==> config.mk <==
export PLATFORM = sky130hd
export DESIGN_NAME = nx_node_core
export DESIGN_NICKNAME = d
export VERILOG_FILES = /design/src/hdl/nx_instr_pkg.sv /design/src/hdl/nx_ctrl_pkg.sv /design/src/hdl/nx_instr_store.sv /design/src/hdl/nx_input_latch.sv /design/src/hdl/nx_bool_unit.sv /design/src/hdl/nx_output_latch.sv /design/src/hdl/nx_sequencer.sv /design/src/hdl/nx_node_core.sv
export VERILOG_INCLUDE_DIRS = /design/src /design/src/hdl
export SDC_FILE = /design/constraint.sdc
export NUM_CORES = 1
export LEC_CHECK = 0
export ABC_CLOCK_PERIOD_IN_PS = 5390
export BUFFER_PORTS_ARGS = -buffer_cell sky130_fd_sc_hd__buf_2
export CAP_MARGIN = 20
export CELL_PAD_IN_SITES_DETAIL_PLACEMENT = 0
export CELL_PAD_IN_SITES_GLOBAL_PLACEMENT = 2
export CORE_ASPECT_RATIO = 0.6
export CORE_MARGIN = 5
export CORE_UTILIZATION = 34
export CTS_BUF_LIST = sky130_fd_sc_hd__clkbuf_8
export CTS_CLUSTER_SIZE = 25
export DETAILED_ROUTE_END_ITERATION = 16
export GPL_TIMING_DRIVEN = 0
export MAX_ROUTING_LAYER = met4
export PLACE_DENSITY = 0.57
export SLEW_MARGIN = 40
export SYNTH_ARGS = -nofsm -noshare
export SYNTH_HDL_FRONTEND = slang
export SYNTH_SLANG_ARGS = --single-unit
==> constraint.sdc <==
create_clock -name clk -period 5.39 [get_ports clk]
set_clock_uncertainty 0.15 [all_clocks]
set_input_delay 0.2695 -clock clk [delete_from_list [all_inputs] [get_ports clk]]
set_output_delay 0.2695 -clock clk [all_outputs]
set_load 0.1 [all_outputs]
==> src/hdl/nx_node_defines.svh <==
`ifndef NX_NODE_DEFINES_SVH
`define NX_NODE_DEFINES_SVH

// ====================
// Base sizes
// ====================

// Width of the operation code field
`define NX_OP_W 4

// Number of single-bit scratch registers
`define NX_REG_W 16

// Number of primary inputs and outputs, must not exceed NX_REG_W
`define NX_IO_W 4

// Number of instruction slots
`define NX_SLOTS 32

// ====================
// Derived sizes
// ====================

// Index widths for registers, io bits and slots
`define NX_REG_IDX_W ($clog2(`NX_REG_W))
`define NX_IO_IDX_W ($clog2(`NX_IO_W))
`define NX_STEP_W ($clog2(`NX_SLOTS))

// Opcode, three register indices, output enable, output index
`define NX_INST_W (`NX_OP_W + (3 * `NX_REG_IDX_W) + 1 + `NX_IO_IDX_W)

`endif

==> src/hdl/nx_instr_pkg.sv <==
`include "nx_node_defines.svh"

package nx_instr_pkg;

    // ====================
    // Operations
    // ====================

    // Single-bit boolean operations
    // Codes above op_xnor are legal but produce a zero result
    typedef enum logic [`NX_OP_W-1:0] {
        op_invert = 0,
        op_and    = 1,
        op_nand   = 2,
        op_or     = 3,
        op_nor    = 4,
        op_xor    = 5,
        op_xnor   = 6
    } op_t;

    // ====================
    // Field types
    // ====================

    // Scratch register index
    typedef logic [`NX_REG_IDX_W-1:0] reg_idx_t;

    // Primary input or output bit index
    typedef logic [`NX_IO_IDX_W-1:0] io_idx_t;

    // Instruction word, operation sits in the top bits
    typedef struct packed {
        op_t      op;
        reg_idx_t src_a;
        reg_idx_t src_b;
        reg_idx_t target;
        logic     out_en;
        io_idx_t  out_index;
    } instr_t;

endpackage

==> src/hdl/nx_ctrl_pkg.sv <==
`include "nx_node_defines.svh"

package nx_ctrl_pkg;

    // ====================
    // Node phases
    // ====================

    // Setup takes the program, wait idles until a tick,
    // run walks the slots one per cycle
    typedef enum logic [1:0] {
        ph_setup = 2'd0,
        ph_wait  = 2'd1,
        ph_run   = 2'd2
    } phase_t;

endpackage

==> src/hdl/nx_instr_store.sv <==
`include "nx_node_defines.svh"

module nx_instr_store (
    input  logic                         clk,
    input  logic                         rst,
    // Host program load
    input  nx_instr_pkg::instr_t         load_instr,
    input  logic [`NX_STEP_W-1:0]        load_slot,
    input  logic                         load_valid,
    // Read side, driven by the sequencer
    input  logic [`NX_STEP_W-1:0]        step,
    output nx_instr_pkg::instr_t         slot_instr,
    output logic                         slot_loaded
);

    // ====================
    // Storage
    // ====================

    // Instruction words, contents only matter once the flag is set
    nx_instr_pkg::instr_t slot_mem [`NX_SLOTS];

    // One loaded flag per slot
    logic [`NX_SLOTS-1:0] loaded;

    // Word write on the load strobe
    always_ff @(posedge clk) begin
        if (load_valid) begin
            slot_mem[load_slot] <= load_instr;
        end
    end

    // Flags start clear and are set by any load to the slot
    always_ff @(posedge clk or posedge rst) begin
        if (rst) begin
            loaded <= '0;
        end else if (load_valid) begin
            loaded[load_slot] <= 1'b1;
        end
    end

    // ====================
    // Read port
    // ====================

    // Combinational read at the current step
    assign slot_instr  = slot_mem[step];
    assign slot_loaded = loaded[step];

endmodule

==> src/hdl/nx_input_latch.sv <==
`include "nx_node_defines.svh"

module nx_input_latch (
    input  logic                      clk,
    input  logic                      rst,
    // One bit per strobe
    input  logic                      in_value,
    input  nx_instr_pkg::io_idx_t     in_index,
    input  logic                      in_valid,
    // Current primary input vector
    output logic [`NX_IO_W-1:0]       in_bits
);

    // ====================
    // Input bits
    // ====================

    // Bits keep their value between strobes
    // A strobe in a tick cycle lands after the seed,
    // so the run sees the old value
    always_ff @(posedge clk or posedge rst) begin
        if (rst) begin
            in_bits <= '0;
        end else if (in_valid) begin
            // Only the indexed bit moves
            in_bits[in_index] <= in_value;
        end
    end

endmodule

==> src/hdl/nx_bool_unit.sv <==
`include "nx_node_defines.svh"

module nx_bool_unit (
    input  logic                      clk,
    input  logic                      rst,
    // Control from the sequencer
    input  logic                      seed,
    input  logic                      exec,
    // Primary inputs used for seeding
    input  logic [`NX_IO_W-1:0]       in_bits,
    // Instruction at the current step
    input  nx_instr_pkg::instr_t      slot_instr,
    // Result and output request
    output logic                      result,
    output logic                      out_en,
    output nx_instr_pkg::io_idx_t     out_index,
    output logic                      out_wr
);

    // ====================
    // Scratch registers
    // ====================

    // One bit per register, low bits hold the seeded inputs
    logic [`NX_REG_W-1:0] regs;

    // Source operand values
    logic value_a;
    logic value_b;

    // ====================
    // Evaluate
    // ====================

    // Sources read straight from the register file
    // The previous instruction's write is already visible here
    assign value_a = regs[slot_instr.src_a];
    assign value_b = regs[slot_instr.src_b];

    always_comb begin
        case (slot_instr.op)
            // Invert ignores the second source
            nx_instr_pkg::op_invert: result = ~value_a;
            nx_instr_pkg::op_and:    result = value_a & value_b;
            nx_instr_pkg::op_nand:   result = ~(value_a & value_b);
            nx_instr_pkg::op_or:     result = value_a | value_b;
            nx_instr_pkg::op_nor:    result = ~(value_a | value_b);
            nx_instr_pkg::op_xor:    result = value_a ^ value_b;
            nx_instr_pkg::op_xnor:   result = ~(value_a ^ value_b);
            // Unused codes give zero
            default:                 result = 1'b0;
        endcase
    end

    // ====================
    // Register update
    // ====================

    // Seed only happens in wait and exec only in run,
    // so the two never collide
    always_ff @(posedge clk or posedge rst) begin
        if (rst) begin
            regs <= '0;
        end else begin
            if (seed) begin
                // Copy primary inputs into the low registers
                regs[`NX_IO_W-1:0] <= in_bits;
            end
            if (exec) begin
                regs[slot_instr.target] <= result;
            end
        end
    end

    // Output request fields
    assign out_en    = slot_instr.out_en;
    assign out_index = slot_instr.out_index;

    // Write only for an executing instruction marked for output
    assign out_wr = exec & slot_instr.out_en;

endmodule

==> src/hdl/nx_output_latch.sv <==
`include "nx_node_defines.svh"

module nx_output_latch (
    input  logic                      clk,
    input  logic                      rst,
    // Write request from the bool unit
    input  logic                      out_wr,
    input  nx_instr_pkg::io_idx_t     out_index,
    input  logic                      result,
    // Primary outputs and their update pulses
    output logic [`NX_IO_W-1:0]       out_values,
    output logic [`NX_IO_W-1:0]       out_valids
);

    // ====================
    // Output register
    // ====================

    always_ff @(posedge clk or posedge rst) begin
        if (rst) begin
            out_values <= '0;
            out_valids <= '0;
        end else begin
            // Pulses last one cycle unless rewritten
            out_valids <= '0;
            if (out_wr) begin
                out_values[out_index] <= result;
                // Flag the updated bit for the next cycle only
                out_valids[out_index] <= 1'b1;
            end
        end
    end

endmodule

==> src/hdl/nx_sequencer.sv <==
`include "nx_node_defines.svh"

module nx_sequencer (
    input  logic                      clk,
    input  logic                      rst,
    // Emulated clock edge and hold
    input  logic                      tick,
    input  logic                      stall,
    // Load strobe, used for the end of setup
    input  logic                      load_valid,
    input  logic                      load_last,
    // Loaded flag of the slot at step
    input  logic                      slot_loaded,
    // Sequencing outputs
    output logic [`NX_STEP_W-1:0]     step,
    output logic                      seed,
    output logic                      exec,
    output nx_ctrl_pkg::phase_t       phase
);

    localparam int unsigned step_w    = `NX_STEP_W;
    localparam int unsigned last_slot = `NX_SLOTS - 1;

    // ====================
    // Cycle decode
    // ====================

    // Run cycle that is allowed to do work
    logic run_go;

    // Ticks count only while waiting
    assign seed = tick && (phase == nx_ctrl_pkg::ph_wait);

    assign run_go = (phase == nx_ctrl_pkg::ph_run) && !stall;

    // Execute only a loaded slot
    assign exec = run_go && slot_loaded;

    // ====================
    // Phase and step
    // ====================

    always_ff @(posedge clk or posedge rst) begin
        if (rst) begin
            phase <= nx_ctrl_pkg::ph_setup;
            step  <= '0;
        end else begin
            case (phase)
                nx_ctrl_pkg::ph_setup: begin
                    // Last program word closes setup
                    if (load_valid && load_last) begin
                        phase <= nx_ctrl_pkg::ph_wait;
                    end
                end
                nx_ctrl_pkg::ph_wait: begin
                    if (seed) begin
                        phase <= nx_ctrl_pkg::ph_run;
                        step  <= '0;
                    end
                end
                nx_ctrl_pkg::ph_run: begin
                    // Stall holds everything
                    if (run_go) begin
                        if (!slot_loaded) begin
                            // Empty slot ends the program, nothing written
                            phase <= nx_ctrl_pkg::ph_wait;
                        end else if (step == step_w'(last_slot)) begin
                            // Final slot executes then the run stops
                            phase <= nx_ctrl_pkg::ph_wait;
                        end else begin
                            step <= step + step_w'(1);
                        end
                    end
                end
                default: begin
                    phase <= nx_ctrl_pkg::ph_setup;
                end
            endcase
        end
    end

endmodule

==> src/hdl/nx_node_core.sv <==
`include "nx_node_defines.svh"

module nx_node_core (
    input  logic                      clk,
    input  logic                      rst,
    // External controls
    input  logic                      tick,
    input  logic                      stall,
    // Phase flags
    output logic                      in_setup,
    output logic                      in_wait,
    output logic                      in_run,
    // Program load
    input  nx_instr_pkg::instr_t      load_instr,
    input  logic [`NX_STEP_W-1:0]     load_slot,
    input  logic                      load_last,
    input  logic                      load_valid,
    // Input load
    input  logic                      in_value,
    input  nx_instr_pkg::io_idx_t     in_index,
    input  logic                      in_valid,
    // Primary outputs
    output logic [`NX_IO_W-1:0]       out_values,
    output logic [`NX_IO_W-1:0]       out_valids
);

    // ====================
    // Internal wiring
    // ====================

    nx_ctrl_pkg::phase_t      phase;
    logic [`NX_STEP_W-1:0]    step;
    logic                     seed;
    logic                     exec;
    nx_instr_pkg::instr_t     slot_instr;
    logic                     slot_loaded;
    logic [`NX_IO_W-1:0]      in_bits;
    logic                     result;
    nx_instr_pkg::io_idx_t    out_index;
    logic                     out_wr;

    // One-hot phase flags
    assign in_setup = (phase == nx_ctrl_pkg::ph_setup);
    assign in_wait  = (phase == nx_ctrl_pkg::ph_wait);
    assign in_run   = (phase == nx_ctrl_pkg::ph_run);

    // ====================
    // Blocks
    // ====================

    // Phase FSM and step counter
    nx_sequencer u_seq (
        .clk         (clk),
        .rst         (rst),
        .tick        (tick),
        .stall       (stall),
        .load_valid  (load_valid),
        .load_last   (load_last),
        .slot_loaded (slot_loaded),
        .step        (step),
        .seed        (seed),
        .exec        (exec),
        .phase       (phase)
    );

    // Program slots
    nx_instr_store u_store (
        .clk         (clk),
        .rst         (rst),
        .load_instr  (load_instr),
        .load_slot   (load_slot),
        .load_valid  (load_valid),
        .step        (step),
        .slot_instr  (slot_instr),
        .slot_loaded (slot_loaded)
    );

    // Primary inputs
    nx_input_latch u_in (
        .clk      (clk),
        .rst      (rst),
        .in_value (in_value),
        .in_index (in_index),
        .in_valid (in_valid),
        .in_bits  (in_bits)
    );

    // Register file and evaluator
    // The enable bit is already folded into out_wr
    nx_bool_unit u_bool (
        .clk        (clk),
        .rst        (rst),
        .seed       (seed),
        .exec       (exec),
        .in_bits    (in_bits),
        .slot_instr (slot_instr),
        .result     (result),
        .out_en     (),
        .out_index  (out_index),
        .out_wr     (out_wr)
    );

    // Primary outputs with update pulses
    nx_output_latch u_out (
        .clk        (clk),
        .rst        (rst),
        .out_wr     (out_wr),
        .out_index  (out_index),
        .result     (result),
        .out_values (out_values),
        .out_valids (out_valids)
    );

endmodule

==> impl_metrics.toml <==
[synth]
ys.flop_type = "edfxtp_1"
ys_top_cells_by_area = "edfxtp_1 67%, mux4_2 12%, dfrtp_1 6.1%"
ys_seq_elements = 675
synth_warnings = 0
yosys.area.top_type = "edfxtp_1"
netlist.area_leader.share = 0.669
yosysUniqueCellTypes = 64
synth_edf_count = 608
synth_area_um2 = 27300
syn_nets = 1423
avgSynthCellArea_um2 = 19.7
synth_async_sr_flop_share = 0.0993
ys_seq_area_frac = 0.730
syn-instance-count = 1385

[clock_network]
clock_latency_ns = 0.78
cts.clk_slew.worst_paths_ns = 0.07
cts_made_buffers = 103
cts.path.max_buffers = 3
htreeDepth = 3
cts_tree = "done"
root_buffer = "clkbuf_8"
cts_sinks = 675

[outcome]
status = "finished, final reports clean"

[place]
dp_hpwl_mm = 60.7
pre_cts_ws_ns = -0.363
routabilityCongestion = 0.783
port_buffers = 44

[worst_setup_path]
r2r-end = "u_bool.regs[1]"
r2r-start = "u_seq.step[1]"
critPathLaunchType = "flop"
path_class = "flop to flop"
required_ns = 5.90
path_max_fanout = 10
crit_arrival_ns = 5.69
cp-end-kind = "flop"
reg2regPathDepth = 23
r2r_setup_slack_ns = 0.21

[die]
std_cell_rows = 80
io_pins = 45
dieHeight_um = 229
initial_utilization = 0.343
coreArea_um2 = 79600
die_area_um2 = 86200
fp.dieW_um = 376

[routing]
drtAntennaViolNets = 0
drcViolationCount = 0
vias = 15013
routed_wl_mm = 86.6
drt_iter0_drc = 1713
via_per_inst = 5.38
wl_per_cell_um = 31.0
drtPass1Iterations = 5

[finish]
areaGrowthSynthToFinish_pct = 20.9
drive_above_1_share = 0.333
fillers = 7060
multiInputGateArea_um2 = 7160
seq_area_um2 = 19900
nets = 1675

[grt]
grt-ovfl-total = 0
antenna_found_initial = 7
grt_pass1_vias = 14701
grt_start_max_net_pins = 36
grt_pass1_wl_mm = 120
track_usage = 0.207

[timing]
setup_viol = 0
period_share = 0.960
hold_violations = 0
final_max_slew_viol_count = 0
fin_tns_setup_ns = 0
relSlewSlack = 0.479
fmaxAchievable_ghz = 0.193
min_period_ns = 5.18
setup_ws_ns = 0.213
worstMarginPinSlew_ns = 0.776

[power_and_ir_drop]
p_per_area_nw_per_um2 = 390
ir_drop_v = 0.000197
p_leak_nw = 10.7

[worst_hold_path]
min_path_type = "input port to flop"
hold_depth = 3
min_from = "load_slot[4]"
worstHoldEndpoint = "u_store.slot_mem[16][10]"

[job]
maxCapViolations = 0
[through the flow]
stage	std cells	util	hold slack, ns	instance area, um2	power [W]
after global placement	2495	0.363	0.296	28800	0.00882
after detailed placement	2562	0.385	0.129	30600	0.00888
final	2789	0.415	0.106	33000	0.0129
after floorplan	1385	-	0.218	27300	0.00797
after global routing	2787	0.415	0.0932	33000	0.0134
after CTS	2784	0.414	0.0264	32900	0.0130
[worst max-delay path by stage]
stage,startpoint,end,slack (ns),cells after the start
2_1_floorplan,u_seq.step[1],u_bool.regs[0],1.08,20
3_3_place_gp,u_seq.step[2],u_bool.regs[3],-1.07,17
3_5_place_dp,u_seq.step[1],u_bool.regs[1],-0.36,20
4_1_cts,u_seq.step[1],u_bool.regs[1],0.03,19
5_1_grt,u_seq.step[1],u_bool.regs[1],-0.002,23
6_report,u_seq.step[1],u_bool.regs[1],0.21,23
[cell usage in the layout, fill, tap and decap left out, drive strengths merged, types with 3 or more instances in the layout]
cell,synthesis,final
clkinvlp,0,9
nor3,6,6
buf,56,167
o22ai,10,10
or3b,3,3
and2,8,8
nor3b,4,4
mux2i,92,92
a211oi,3,3
dfrtp,67,67
mux4,150,150
nor2b,13,13
ha,4,4
inv,10,46
and3,5,5
nand3,26,26
nand4,6,6
or2,34,34
nand3b,11,11
diode,0,3
o31ai,5,5
nand2,56,56
o31a,4,4
o211ai,9,9
clkbuf,7,119
nand2b,6,6
dlygate4sd3,0,34
edfxtp,608,608
a221oi,5,5
o21ai,19,19
a22o,6,6
a21oi,4,4
nor2,71,71
a31oi,8,8
a22oi,19,19
mux2,30,30
clkinv,0,32
[kinds of logic after synthesis]
group                      count (synthesis)  synth area share
and+or+nand+nor                          257            0.0477
DFF                                      675             0.730
AOI/OAI and AO/OA                        102            0.0280
muxes                                    272             0.173
buffers and inverters                     73            0.0190
xor gates and xnor gates                   2          0.000642
adders and majority gates                  4           0.00183
[Yosys cell counts, types with 14 or more instances]
cell / count
mux2_2: 14
buf_2: 14
nand3_1: 26
a22oi_1: 18
mux2i_1: 91
mux4_2: 147
buf_4: 15
buf_6: 19
o21ai_0: 15
nor2_1: 71
nand2_1: 56
dfrtp_1: 67
or2_2: 33
edfxtp_1: 608
[sequential cells by signal, summed over array words and instances, names as in the netlist]
signal,count
u_out.out_values,4
u_seq.step,5
u_in.in_bits,4
u_store.loaded,32
u_bool.regs,16
u_store.slot_mem,608
u_out.out_valids,4
u_seq.phase,2
[worst max-delay path, cell delays in order (launching register included)]
cell and delay, ns:
dfrtp_1 0.37, buf_6 0.15, buf_6 0.18, buf_6 0.19
buf_6 0.21, buf_6 0.24, buf_6 0.22, mux4_2 0.33
mux2i_2 0.25, a22oi_1 0.17, o21ai_4 0.12, buf_12 0.15
mux2_2 0.34, o211ai_1 0.15, o21ai_1 0.12, mux2i_1 0.25
inv_1 0.07, ha_1 0.24, nand2_1 0.07, o21ai_0 0.09
a32oi_1 0.29, o41ai_2 0.17, buf_6 0.18, o31a_1 0.29
[where the power goes]
part           leakage, nW  switching [W]  internal [W]
Clock                 1.08        0.00209       0.00194
Sequential            6.31      0.0000938       0.00588
Combinational         3.36        0.00164       0.00123
[metal layers]
metal  global-route usage  up-vias  part of all wire
li1                     -     6198                 -
met1                0.329     8097              0.50
met2                0.265      604              0.40
met3               0.0449      114             0.083
met4               0.0509        0             0.018
met5                    -        -                 0
[layout make-up]
type                            count  area share
Timing Repair Buffer              150      0.0644
Clock buffer                      110      0.0459
Tap cell                         1066      0.0404
Buffer                             60      0.0154
Clock inverter                     78      0.0116
Multi-Input combinational cell    637       0.217
Sequential cell                   675       0.604
Inverter                           10     0.00129
Antenna cell                        3    0.000227
[timing repair]
action / in CTS / in global routing
pin swaps: 0 / 1
hold buffers: 34 / 0
resized for setup: 8 / 11
hold endpoints to repair: 704 / 0
buffers inserted: 1 / 4
setup endpoints to repair: 20 / 20
No activity file was read; power rests on OpenSTA's default activity.
